**src/source/video_pkg.sv**
```systemverilog
// raster sizes, palette banks, mode and fetch state enums, video data types
package video_pkg;

	// counter widths
	typedef logic [5:0] hcnt_t;
	typedef logic [2:0] vcnt_t;

	// tiny raster, one strobe per column
	localparam hcnt_t H_TOTAL  = 6'd48;
	localparam hcnt_t H_ACTIVE = 6'd32;
	localparam vcnt_t V_TOTAL  = 3'd6;
	localparam vcnt_t V_ACTIVE = 3'd4;

	// sync placement
	localparam hcnt_t HSYNC_START = 6'd36;
	localparam hcnt_t HSYNC_LEN   = 6'd6;
	localparam vcnt_t VSYNC_LINE  = 3'd5;

	// upper index nibbles per palette bank
	localparam logic [3:0] ZX_PAL     = 4'hF;
	localparam logic [3:0] HC_PAL     = 4'hE;
	localparam logic [3:0] BORDER_PAL = 4'hF;

	// video memory word address width
	localparam int VRAM_AW = 16;

	typedef enum logic [1:0] {
		R_ZX = 2'd0,
		R_HC = 2'd1,
		R_XC = 2'd2,
		R_TX = 2'd3
	} render_mode_t;

	typedef enum logic [1:0] {
		FETCH_IDLE = 2'd0,
		FETCH_REQ  = 2'd1,
		FETCH_WAIT = 2'd2
	} fetch_state_t;

	typedef logic [31:0]        vword_t;
	typedef logic [7:0]         pix_index_t;
	typedef logic [VRAM_AW-1:0] vaddr_t;

	// 4 bits per channel
	typedef struct packed {
		logic [3:0] r;
		logic [3:0] g;
		logic [3:0] b;
	} rgb_t;

endpackage

```
**src/source/raster_if.sv**
```systemverilog
// raster strobe and position flags from the timing generator
`timescale 1ns/100ps

interface raster_if;
	logic pix_stb;
	logic pix_start;
	logic hvpix;
	logic frame_reload;

	modport timing (
		output pix_stb, pix_start, hvpix, frame_reload
	);

	modport render (
		input pix_stb, pix_start, hvpix, frame_reload
	);

	// fetcher only needs the frame event
	modport fetch (
		input frame_reload
	);
endinterface

```
**src/source/raster_timing.sv**
```systemverilog
// raster timing generator: pixel strobe, column and line counters, syncs
`timescale 1ns/100ps

module raster_timing import video_pkg::*; (
	input  logic     clk,
	input  logic     arst_n,
	input  logic     hires,
	raster_if.timing rs,
	output logic     hsync,
	output logic     vsync
);

	hcnt_t hcnt;
	vcnt_t vcnt;
	logic  phase;
	logic  hires_q;
	logic  line_start;
	logic  line_end;
	logic  v_act;
	logic  hs_d;
	logic  vs_d;

	// every clk in hires, every other clk otherwise
	assign rs.pix_stb = hires_q || phase;

	assign line_start = (hcnt == 6'd0);
	assign line_end   = (hcnt == H_TOTAL - 6'd1);
	assign v_act      = (vcnt < V_ACTIVE);

	assign rs.hvpix        = v_act && (hcnt < H_ACTIVE);
	assign rs.pix_start    = rs.pix_stb && line_start && v_act;
	assign rs.frame_reload = rs.pix_stb && line_start && (vcnt == V_TOTAL - 3'd1);

	always_ff @(posedge clk or negedge arst_n) begin
		if (!arst_n) begin
			phase   <= 1'b0;
			hires_q <= 1'b0;
		end else begin
			phase <= ~phase;
			// rate only changes on a frame boundary
			if (rs.frame_reload) begin
				hires_q <= hires;
			end
		end
	end

	// start parked at the top of the last line
	always_ff @(posedge clk or negedge arst_n) begin
		if (!arst_n) begin
			hcnt <= 6'd0;
			vcnt <= V_TOTAL - 3'd1;
		end else if (rs.pix_stb) begin
			if (line_end) begin
				hcnt <= 6'd0;
				if (vcnt == V_TOTAL - 3'd1) begin
					vcnt <= 3'd0;
				end else begin
					vcnt <= vcnt + 3'd1;
				end
			end else begin
				hcnt <= hcnt + 6'd1;
			end
		end
	end

	// sampled on the strobe, then one more clk, in step with the pixel path
	always_ff @(posedge clk or negedge arst_n) begin
		if (!arst_n) begin
			hs_d  <= 1'b0;
			vs_d  <= 1'b0;
			hsync <= 1'b0;
			vsync <= 1'b0;
		end else begin
			if (rs.pix_stb) begin
				hs_d <= (hcnt >= HSYNC_START) && (hcnt < HSYNC_START + HSYNC_LEN);
				vs_d <= (vcnt == VSYNC_LINE);
			end
			hsync <= hs_d;
			vsync <= vs_d;
		end
	end

endmodule

```
**src/source/video_fetcher.sv**
```systemverilog
// video word fetcher: memory request FSM, two-entry prefetch queue, underrun flag
`timescale 1ns/100ps

module video_fetcher import video_pkg::*; (
	input  logic    clk,
	input  logic    arst_n,
	raster_if.fetch rs,
	input  vaddr_t  vram_base,
	output logic    mem_req_valid,
	output vaddr_t  mem_req_addr,
	input  logic    mem_req_ready,
	input  logic    mem_rsp_valid,
	input  vword_t  mem_rsp_data,
	output logic    word_valid,
	output vword_t  word,
	input  logic    word_pop,
	output logic    underrun
);

	fetch_state_t state;
	vaddr_t       fetch_addr;
	vaddr_t       next_addr;
	logic         drop;
	vword_t       q_data [2];
	logic         rd_ptr;
	logic         wr_ptr;
	logic [1:0]   count;
	logic [1:0]   count_nxt;
	logic         xfer;
	logic         push;
	logic         pop_ok;
	logic         room;

	assign mem_req_valid = (state == FETCH_REQ);
	assign xfer          = mem_req_valid && mem_req_ready;

	// anything answering a pre-reload request never enters the queue
	assign push   = (state == FETCH_WAIT) && mem_rsp_valid && !drop && !rs.frame_reload;
	assign pop_ok = word_pop && word_valid;

	assign word_valid = (count != 2'd0);
	assign word       = q_data[rd_ptr];

	always_comb begin
		if (rs.frame_reload) begin
			count_nxt = 2'd0;
		end else begin
			count_nxt = count + {1'b0, push} - {1'b0, pop_ok};
		end
	end

	// at most one outstanding, so stored words alone decide
	assign room      = (count_nxt < 2'd2);
	assign next_addr = rs.frame_reload ? vram_base : fetch_addr;

	always_ff @(posedge clk or negedge arst_n) begin
		if (!arst_n) begin
			state        <= FETCH_IDLE;
			mem_req_addr <= '0;
		end else begin
			case (state)
				FETCH_IDLE: begin
					if (room) begin
						state        <= FETCH_REQ;
						mem_req_addr <= next_addr;
					end
				end
				FETCH_REQ: begin
					if (xfer) begin
						state <= FETCH_WAIT;
					end
				end
				FETCH_WAIT: begin
					if (mem_rsp_valid) begin
						if (room) begin
							state        <= FETCH_REQ;
							mem_req_addr <= next_addr;
						end else begin
							state <= FETCH_IDLE;
						end
					end
				end
				default: state <= FETCH_IDLE;
			endcase
		end
	end

	always_ff @(posedge clk or negedge arst_n) begin
		if (!arst_n) begin
			fetch_addr <= '0;
			drop       <= 1'b0;
		end else begin
			if (rs.frame_reload) begin
				fetch_addr <= vram_base;
			end else if (xfer && !drop) begin
				fetch_addr <= fetch_addr + 1'b1;
			end
			// old request still pending or in flight
			if (rs.frame_reload && ((state == FETCH_REQ) ||
					((state == FETCH_WAIT) && !mem_rsp_valid))) begin
				drop <= 1'b1;
			end else if ((state == FETCH_WAIT) && mem_rsp_valid) begin
				drop <= 1'b0;
			end
		end
	end

	always_ff @(posedge clk or negedge arst_n) begin
		if (!arst_n) begin
			count    <= 2'd0;
			rd_ptr   <= 1'b0;
			wr_ptr   <= 1'b0;
			underrun <= 1'b0;
		end else begin
			count <= count_nxt;
			if (rs.frame_reload) begin
				rd_ptr <= 1'b0;
				wr_ptr <= 1'b0;
			end else begin
				if (push) begin
					wr_ptr <= ~wr_ptr;
				end
				if (pop_ok) begin
					rd_ptr <= ~rd_ptr;
				end
			end
			// sticky until reset
			if (word_pop && !word_valid) begin
				underrun <= 1'b1;
			end
		end
	end

	always_ff @(posedge clk) begin
		if (push) begin
			q_data[wr_ptr] <= mem_rsp_data;
		end
	end

endmodule

```
**src/source/video_render.sv**
```systemverilog
// pixel renderer: word register, ZX/HC/XC/TX decoders, border mix
`timescale 1ns/100ps

module video_render import video_pkg::*; (
	input  logic         clk,
	input  logic         arst_n,
	raster_if.render     rs,
	input  render_mode_t render_mode,
	input  logic [3:0]   border,
	input  logic         word_valid,
	input  vword_t       word,
	output logic         word_pop,
	output pix_index_t   pix_index,
	output logic         index_valid,
	output logic         index_active
);

	render_mode_t mode_q;
	logic [3:0]   cnt;
	logic [3:0]   pix_n;
	logic         act_stb;
	logic         word_start;
	logic         act_d;
	vword_t       data_q;
	vword_t       cur;
	logic         zx_dot;
	logic [7:0]   zx_attr;
	logic [3:0]   hc_dot;
	logic [7:0]   xc_dot;
	pix_index_t   dec_index;

	assign act_stb = rs.pix_stb && rs.hvpix;
	assign pix_n   = rs.pix_start ? 4'd0 : cnt;

	// 16, 8 or 4 pixels per word
	always_comb begin
		case (mode_q)
			R_HC:    word_start = (pix_n[2:0] == 3'd0);
			R_XC:    word_start = (pix_n[1:0] == 2'd0);
			default: word_start = (pix_n == 4'd0);
		endcase
	end

	// pix_start clears pix_n, so a line always opens with a pop
	assign word_pop = act_stb && word_start;

	// on underrun the old word stays in use
	assign cur = (word_pop && word_valid) ? word : data_q;

	// zx: bit 15 is the leftmost dot
	assign zx_dot  = cur[~pix_n];
	assign zx_attr = pix_n[3] ? cur[31:24] : cur[23:16];

	// hc: high nibble first within each byte
	assign hc_dot = cur[{pix_n[2:1], ~pix_n[0], 2'b00} +: 4];
	assign xc_dot = cur[{pix_n[1:0], 3'b000} +: 8];

	always_comb begin
		case (mode_q)
			R_ZX:    dec_index = {ZX_PAL, zx_attr[6], zx_dot ? zx_attr[2:0] : zx_attr[5:3]};
			R_HC:    dec_index = {HC_PAL, hc_dot};
			R_XC:    dec_index = xc_dot;
			default: dec_index = {HC_PAL, zx_dot ? zx_attr[3:0] : zx_attr[7:4]};
		endcase
	end

	always_ff @(posedge clk or negedge arst_n) begin
		if (!arst_n) begin
			mode_q       <= R_ZX;
			cnt          <= 4'd0;
			index_valid  <= 1'b0;
			act_d        <= 1'b0;
			index_active <= 1'b0;
		end else begin
			if (rs.frame_reload) begin
				mode_q <= render_mode;
			end
			if (act_stb) begin
				cnt <= pix_n + 4'd1;
			end
			index_valid <= rs.pix_stb;
			if (rs.pix_stb) begin
				act_d <= rs.hvpix;
			end
			// second stage lines up with the palette output
			index_active <= act_d;
		end
	end

	always_ff @(posedge clk) begin
		if (word_pop && word_valid) begin
			data_q <= word;
		end
		if (rs.pix_stb) begin
			pix_index <= rs.hvpix ? dec_index : {BORDER_PAL, border};
		end
	end

endmodule

```
**src/source/video_palette.sv**
```systemverilog
// writable 256-entry palette with registered RGB output
`timescale 1ns/100ps

module video_palette import video_pkg::*; (
	input  logic       clk,
	input  logic       arst_n,
	input  pix_index_t pix_index,
	input  logic       index_valid,
	input  logic       pal_we,
	input  pix_index_t pal_addr,
	input  rgb_t       pal_data,
	output rgb_t       pix_rgb,
	output logic       pix_valid
);

	rgb_t pal_mem [256];

	// cpu side write port
	always_ff @(posedge clk) begin
		if (pal_we) begin
			pal_mem[pal_addr] <= pal_data;
		end
	end

	// lookup only on a fresh index
	always_ff @(posedge clk) begin
		if (index_valid) begin
			pix_rgb <= pal_mem[pix_index];
		end
	end

	always_ff @(posedge clk or negedge arst_n) begin
		if (!arst_n) begin
			pix_valid <= 1'b0;
		end else begin
			pix_valid <= index_valid;
		end
	end

endmodule

```
**src/source/video_out.sv**
```systemverilog
// video output top: timing, fetcher, renderer and palette
`timescale 1ns/100ps

module video_out import video_pkg::*; (
	input  logic       clk,
	input  logic       arst_n,
	input  logic       hires,
	input  logic [1:0] render_mode,
	input  logic [3:0] border,
	input  vaddr_t     vram_base,
	output logic       mem_req_valid,
	output vaddr_t     mem_req_addr,
	input  logic       mem_req_ready,
	input  logic       mem_rsp_valid,
	input  vword_t     mem_rsp_data,
	input  logic       pal_we,
	input  pix_index_t pal_addr,
	input  rgb_t       pal_data,
	output rgb_t       pix_rgb,
	output logic       pix_valid,
	output logic       pix_active,
	output logic       hsync,
	output logic       vsync,
	output logic       underrun
);

	raster_if rs ();

	logic       word_valid;
	vword_t     word;
	logic       word_pop;
	pix_index_t pix_index;
	logic       index_valid;

	raster_timing i_raster_timing (
		.clk    (clk),
		.arst_n (arst_n),
		.hires  (hires),
		.rs     (rs.timing),
		.hsync  (hsync),
		.vsync  (vsync)
	);

	video_fetcher i_video_fetcher (
		.clk           (clk),
		.arst_n        (arst_n),
		.rs            (rs.fetch),
		.vram_base     (vram_base),
		.mem_req_valid (mem_req_valid),
		.mem_req_addr  (mem_req_addr),
		.mem_req_ready (mem_req_ready),
		.mem_rsp_valid (mem_rsp_valid),
		.mem_rsp_data  (mem_rsp_data),
		.word_valid    (word_valid),
		.word          (word),
		.word_pop      (word_pop),
		.underrun      (underrun)
	);

	video_render i_video_render (
		.clk          (clk),
		.arst_n       (arst_n),
		.rs           (rs.render),
		.render_mode  (render_mode_t'(render_mode)),
		.border       (border),
		.word_valid   (word_valid),
		.word         (word),
		.word_pop     (word_pop),
		.pix_index    (pix_index),
		.index_valid  (index_valid),
		.index_active (pix_active)
	);

	video_palette i_video_palette (
		.clk         (clk),
		.arst_n      (arst_n),
		.pix_index   (pix_index),
		.index_valid (index_valid),
		.pal_we      (pal_we),
		.pal_addr    (pal_addr),
		.pal_data    (pal_data),
		.pix_rgb     (pix_rgb),
		.pix_valid   (pix_valid)
	);

endmodule

```
**config.mk**
```make
export PLATFORM = sky130hd
export DESIGN_NAME = video_out
export DESIGN_NICKNAME = d
export VERILOG_FILES = /design/src/source/video_pkg.sv /design/src/source/raster_if.sv /design/src/source/raster_timing.sv /design/src/source/video_fetcher.sv /design/src/source/video_render.sv /design/src/source/video_palette.sv /design/src/source/video_out.sv
export SDC_FILE = /design/constraint.sdc
export NUM_CORES = 2
export LEC_CHECK = 0
export BUFFER_PORTS_ARGS = -buffer_cell sky130_fd_sc_hd__buf_4
export CORE_AREA = 4 4 715 717
export DETAILED_ROUTE_END_ITERATION = 12
export DIE_AREA = 0 0 719 721
export SLEW_MARGIN = 20
export SYNTH_ARGS = -nofsm -noshare
export SYNTH_HDL_FRONTEND = slang
export SYNTH_SLANG_ARGS = --single-unit
```
**constraint.sdc**
```tcl
create_clock -name clk -period 15.4 [get_ports clk]
set_input_delay 0.77 -clock clk [delete_from_list [all_inputs] [get_ports clk]]
set_output_delay 0.77 -clock clk [all_outputs]
set_load 0.05 [all_outputs]
```
=== Word-level counts from Yosys, hierarchy flattened ===
Memories as Yosys holds them, arrays and structs flattened. A register that Yosys moved wholly into a read port is not among the register bits.
Cells that the tools add are included.

* RAM bits: 3136
* Memories kept: 2
* Register bits: 105
* Bits of input ports: 80
* Word-level logic and storage cells: 126
* Output and inout port bits: 34

* Bitwise logic cells: 5
* Shifts and indexed selects: 2
* Reduce and logical (&&, ||, !) cells: 37
* Add/sub/neg operators: 6
* Muxes and demuxes: 34
* Equality and inequality tests: 9
* $lt $le $gt $ge: 6

{| class="wikitable"
|+ Memory list
! name !! words !! width !! read ports !! clocked after memory_dff !! wr ports !! RTL line !! source
|-
| i_video_palette.pal_mem || 256 || 12 || 1 || 1 || 1 || video_palette.sv:16 || <nowiki>rgb_t pal_mem [256];</nowiki>
|-
| i_video_fetcher.q_data || 2 || 32 || 1 || 0 || 1 || video_fetcher.sv:24 || <nowiki>vword_t q_data [2];</nowiki>
|}

{| class="wikitable"
|+ Operators with widths
! operator !! count
|-
| 2-to-1 mux 16 bit || 5
|-
| 2-to-1 mux 32 bit || 1
|-
| case mux 16 bit (2 select lines) || 1
|-
| indexed part select 32 x 6 -> 4 bit || 1
|-
| indexed part select 32 x 6 -> 8 bit || 1
|-
| case mux 8 bit (3 select lines) || 1
|-
| adder 16 x 1 -> 16 bit, second input constant || 1
|-
| logical AND 1 bit || 16
|-
| less-than comparator 6 bit, second input constant || 2
|-
| 2-to-1 mux 1 bit || 12
|-
| 2-to-1 mux 4 bit || 3
|-
| nonzero test 2 bit || 6
|-
| 2-to-1 mux 2 bit || 4
|-
| 2-to-1 mux 8 bit || 1
|-
| adder 6 x 1 -> 6 bit, second input constant || 1
|-
| == test 6 bit, second input constant || 1
|-
| greater-or-equal comparator 6 bit, second input constant || 1
|-
| zero test 2 bit || 3
|-
| zero test 6 bit || 1
|-
| less-than comparator 4 x 6 -> 1 bit, second input constant || 1
|-
| 2-to-1 mux 3 bit || 2
|-
| 2-to-1 mux 6 bit || 1
|-
| case mux 2 bit (3 select lines) || 1
|-
| adder 4 x 1 -> 4 bit, second input constant || 1
|-
| 20 further kinds || 31
|}

=== Depth between registers and ports, before layout ===
* Depth in word-level cells: 14
* Gate-level depth with buffers: 25
* Mapped depth without buffers: 20

=== Cells and area by module ===
Synthesis repeated with hierarchy kept, for this count alone.

* Cell total of the unflattened synthesis: 6218
* Area total of the unflattened synthesis: 127046.8 µm²

{| class="wikitable"
|+ By module, submodules not included
! module !! sequential area each (µm²) !! times used !! cells an instance !! area each (µm²)
|-
| video_palette || 92633.8 || 1 || 5507 || 118777.7
|-
| video_fetcher || 2922.8 || 1 || 313 || 4380.5
|-
| video_render || 1106.1 || 1 || 330 || 3155.5
|-
| raster_timing || 377.9 || 1 || 68 || 733.2
|}

=== Worst setup path after synthesis ===
Ideal clock, no wire load.

* Kind: register to register
* Start point: reg i_raster_timing.hcnt[0]
* End point: reg i_video_fetcher.mem_req_addr[12]
* Path buffers: 5
* Arrival time: 4.931 ns
* Stages on the path, launching flop included: 26
* Library setup time: 0.136 ns
* Data required time: 15.264 ns
* Slack: 10.333 ns
* Period minus slack after synthesis: 5.067 ns
* Path through: dfrtp_1 -> inv_1 -> ha_1 -> or3b_4 -> or4_4 -> and2_1 -> buf_2 -> inv_1 -> clkbuf_1 -> buf_1 -> ha_1 -> nor4bb_1 -> a21boi_2 -> nand2_2 -> clkinv_2 -> ha_1 -> inv_1 -> ha_1 -> xor2_1 -> xnor2_1 -> nor2_1 -> or3_1 -> clkbuf_1 -> clkbuf_1 -> nand2_1 -> o21ai_0

* Word-level cells in the longest chain between the ends: 14
* Elaborated cells on any way between the ends: 24
* Classes of those cells: add/sub: 2; order compare: 2; mux: 7; reduce/logical: 13

{| class="wikitable"
|+ RTL lines
! what !! RTL line !! source
|-
| start: declaration || raster_timing.sv:13 || <nowiki>hcnt_t hcnt;</nowiki>
|-
| start signal: assignment || raster_timing.sv:61 || <nowiki>hcnt <= hcnt + 6'd1;</nowiki>
|-
| zero test 6 bit || raster_timing.sv:26 || <nowiki>assign line_start = (hcnt == 6'd0);</nowiki>
|-
| logical AND 1 bit || raster_timing.sv:31, raster_timing.sv:32 ||
|-
| logical AND 1 bit || raster_timing.sv:31 || <nowiki>assign rs.pix_start = rs.pix_stb && line_start && v_act;</nowiki>
|-
| 2-to-1 mux 4 bit || video_render.sv:33 || <nowiki>assign pix_n = rs.pix_start ? 4'd0 : cnt;</nowiki>
|-
| zero test 4 bit, or another cell as far along || video_render.sv:40 || <nowiki>default: word_start = (pix_n == 4'd0);</nowiki>
|-
| case mux 1 bit (2 select lines) || video_render.sv:37 || <nowiki>case (mode_q)</nowiki>
|-
| logical AND 1 bit || video_render.sv:45 || <nowiki>assign word_pop = act_stb && word_start;</nowiki>
|-
| logical AND 1 bit || video_fetcher.sv:39 || <nowiki>assign pop_ok = word_pop && word_valid;</nowiki>
|-
| subtractor 2 x 1 -> 2 bit || video_fetcher.sv:48 || <nowiki>count_nxt = count + {1'b0, push} - {1'b0, pop_ok};</nowiki>
|-
| 2-to-1 mux 2 bit (*) || video_fetcher.sv:45 || <nowiki>if (rs.frame_reload) begin</nowiki>
|-
| named net i_video_fetcher.count_nxt[1] || video_fetcher.sv:28 || <nowiki>logic [1:0] count_nxt;</nowiki>
|-
| less-than comparator 2 bit (*) || video_fetcher.sv:53 || <nowiki>assign room = (count_nxt < 2'd2);</nowiki>
|-
| 2-to-1 mux 16 bit (*) || video_fetcher.sv:63, video_fetcher.sv:75 ||
|-
| 2-to-1 mux 16 bit || video_fetcher.sv:74 || <nowiki>if (mem_rsp_valid) begin</nowiki>
|-
| case mux 16 bit (2 select lines) (*) || video_fetcher.sv:61 || <nowiki>case (state)</nowiki>
|-
| end signal: assignment || video_fetcher.sv:65 || <nowiki>mem_req_addr <= next_addr;</nowiki>
|-
| end signal: assignment || video_fetcher.sv:77 || <nowiki>mem_req_addr <= next_addr;</nowiki>
|-
| end: declaration || video_fetcher.sv:10 || <nowiki>output vaddr_t mem_req_addr,</nowiki>
|}

The timed path passes the listed nets; every way through them passes the cells marked *. The select of a mux whose other input is x is not followed.
A chain may end at the register's enable or synchronous reset.

=== Final worst setup path ===
* Start point: reg i_raster_timing.hcnt[0]
* End point: reg i_video_fetcher.mem_req_addr[10]

The elaborated chain is that of the path after synthesis.

==> flow_metrics.tcl <==
set metrics [dict create \
    comb_power_share 0.035 \
    required_ps 16020 \
    power_density_nw_per_um2 126 \
    nets 5823 \
    crit_type "flop to flop" \
    cts.reportedPaths.clkPinSlew_ps 60 \
    cts_tree "yes" \
    dp_hpwl_um 185000 \
    p_leak_nw 44.3 \
    antenna_found_initial 23 \
    final_common_cell "edfxtp_1" \
    drc 0 \
    drv_cap 0 \
    swShare 0.212 \
    synth-edff-count 3156 \
    vias 58100 \
    cp.arrival_ps 7500 \
    status "finished clean" \
    setup_viol 0 \
    hold_path.class "input pin to async pin" \
    viasPerCell 4.58 \
    ys_seq_area_frac 0.772 \
    routed_wl_um 310000 \
    cts_hold_buf 0 \
    timing.final.ws_setup_ps 8530 \
    finalHoldViolCount 0 \
    core.rowCount 261 \
    syn_area_um2 126000 \
    grt-ovfl-total 0 \
    period_share 0.446 \
    place.gp.congestion 0.819 \
    ys_async_sr_fraction 0.0200 \
    peakVddDrop_uv 83.0 \
    wl_met2_um 145000 \
    fmax_mhz 146 \
    r2r_start "i_raster_timing.hcnt[0]" \
    synth_ff_type "edfxtp_1" \
    ios 114 \
    maxSlewHeadroom 0.180 \
    grt_pass1_wl_um 446000 \
    power_mw 18.4 \
    power.switching_mw 3.91 \
    worst_pin_slew_ps 1230 \
    placed_area_um2 136000 \
    initial_utilization 0.249 \
    drtIter0Drc 7372 \
    clk_latency_ps 900 \
    design.die.area_um2 518000 \
    highest_layer "met5" \
    synth_fp_nets 5491 \
    design_area_um2 146000 \
    die-height_um 721 \
    avgSynthCellArea_um2 23.3 \
    root_buffer "clkbuf_16" \
    intPower_mw 14.5 \
    clockPowerShare 0.425 \
    dr.pass1.iters 6 \
    reg2reg_slack_ps 8530 \
    rsz0062_at_grt "no" \
    nFillCells 48500 \
    cts_sinks 3253 \
    fin_skew_ps 108 \
    areaGrowthSynthToFinish_pct 16.4 \
    critical_path.startpoint_type "flop" \
    crit_fanout 33 \
    io_buffers 113 \
    period_needed_ps 6870 \
    maxSlewViolCount 0 \
    pre_cts_slack_ps 8680 \
    tns_ps 0 \
    synth.distinct_cells 67 \
    grt_pass1_vias 59100 \
    drive_gt1_frac 0.331 \
    netlist_instances 5400 \
    antenna_left 0 \
    yosysWarnings 0 \
    grt_max_degree 178 \
    cts_resized 0 \
    h-tree-depth 5 \
    post-cts-setup-buffers 0 \
    track_usage 0.116 \
    clk_path_buf_depth 4 \
    seq_power_share 0.540 \
    die_w_um 719 \
    wl_met1_um 129000 \
    core_area_um2 505000 \
    cp-end-kind "flop" \
    r2r_cells 20 \
    post_drt_wl_per_cell_um 24.4 \
    synth_seq_cells 3253 \
    cts_made_buffers 332 \
    layout_common_cells "edfxtp_1, mux4_2, clkbuf_16" \
    regToRegEndpoint "i_video_fetcher.mem_req_addr[10]" \
    wl_met3_um 26800 \
]
-- cell type report --
| type | instances | area [um2] | share of cell area |
|---|---|---|---|
| clock buffers | 399 | 8760 | 0.0599 |
| inverters | 38 | 144 | 0.000983 |
| diodes | 7 | 17.5 | 0.000120 |
| repair buffers | 306 | 2530 | 0.0173 |
| multi-input cells | 1801 | 27800 | 0.190 |
| clock inverters | 182 | 1710 | 0.0117 |
| flip-flops and latches | 3253 | 97000 | 0.663 |
| well taps | 6706 | 8390 | 0.0573 |
-- kinds of logic (layout without fill, tap and decap cells) --
| logic type | Yosys count | in the layout | share of synthesized area |
|---|---|---|---|
| flops | 3253 | 3253 | 0.772 |
| mux | 1094 | 1094 | 0.190 |
| simple gates | 523 | 523 | 0.0179 |
| buf+inv | 346 | 925 | 0.0106 |
| compound gates | 150 | 150 | 0.00756 |
| xor+xnor | 23 | 23 | 0.00160 |
| fa+ha+maj | 11 | 11 | 0.00109 |
| other cells | 0 | 7 | 0 |
-- Yosys cell counts (all sizes together), types with 27 or more instances --
library cell | instances | area (um2)
dfxtp | 32 | 641
a21oi | 33 | 165
mux4 | 1028 | 23200
clkbuf | 236 | 886
o21ai | 64 | 324
edfxtp | 3156 | 94800
nand3 | 34 | 170
nor3 | 27 | 140
nand2 | 94 | 355
dfrtp | 63 | 1580
inv | 37 | 139
buf | 72 | 299
nor2 | 302 | 1130
mux2i | 46 | 460
-- worst max-delay path by stage --
| stage | endpoint | slack, ps | depth (start not counted) | start |
|---|---|---|---|---|
| 2_1_floorplan | i_video_fetcher.mem_req_addr[12] | 10330 | 25 | i_raster_timing.hcnt[0] |
| 3_3_place_gp | i_video_fetcher.mem_req_addr[8] | 8730 | 20 | i_raster_timing.hcnt[0] |
| 3_5_place_dp | i_video_fetcher.mem_req_addr[10] | 8680 | 20 | i_raster_timing.hcnt[0] |
| 4_1_cts | i_video_fetcher.mem_req_addr[10] | 8650 | 20 | i_raster_timing.hcnt[0] |
| 5_1_grt | i_video_fetcher.mem_req_addr[10] | 8110 | 20 | i_raster_timing.hcnt[0] |
| 6_report | i_video_fetcher.mem_req_addr[10] | 8530 | 20 | i_raster_timing.hcnt[0] |
-- per-stage QoR --
stage / instances / hold slack (ps) / utilization
after CTS: 12700 / 12.7 / 0.290
after floorplan: 5400 / 354 / -
final: 12700 / 48.0 / 0.290
after global placement: 12100 / 376 / 0.269
after global routing: 12700 / 83.5 / 0.290
after detailed placement: 12100 / 383 / 0.269
-- worst max-delay path: stages, from the launching register on --
cell	delay [ps]
dfrtp_1	410
inv_1	90
ha_1	150
or3b_4	420
or4_4	470
and2_1	450
inv_1	700
ha_1	300
nor4bb_1	340
a21boi_2	560
nand2_2	470
clkinv_2	310
ha_1	270
inv_1	70
ha_1	150
xor2_1	170
xnor2_1	130
nor2_1	80
or3_1	750
nand2_1	210
o21ai_0	120
-- power groups by stage --
stage                     combinational, mW  clock, mW  sequential [mW]
final                                 0.652       7.83             9.96
after global routing                  0.699       8.35             9.97
after CTS                             0.649       7.98             9.95
after detailed placement              0.648          0             10.1
after global placement                0.625          0             10.1
after floorplan                       0.251          0             10.1
-- per-layer routing --
metal | vias to the layer above | GRT usage
li1 | 23600 | -
met1 | 31600 | 0.162
met2 | 2421 | 0.182
met3 | 468 | 0.0283
met4 | 14 | 0.0321
met5 | - | 0
-- registers in the layout, indices dropped and copies added (netlist names), 2 cells and up --
| signal | count |
|---|---|
| i_video_palette.pal_mem | 3072 |
| i_video_fetcher.q_data | 64 |
| i_video_render.data_q | 32 |
| i_video_fetcher.fetch_addr | 16 |
| i_video_fetcher.mem_req_addr | 16 |
| i_video_palette.pix_rgb | 12 |
| i_video_render.pix_index | 8 |
| i_raster_timing.hcnt | 6 |
| i_video_render.cnt | 4 |
| i_raster_timing.vcnt | 3 |
| i_video_fetcher.count | 2 |
| i_video_fetcher.state | 2 |
| i_video_render.mode_q | 2 |
Power figures use the tool's default switching activity.
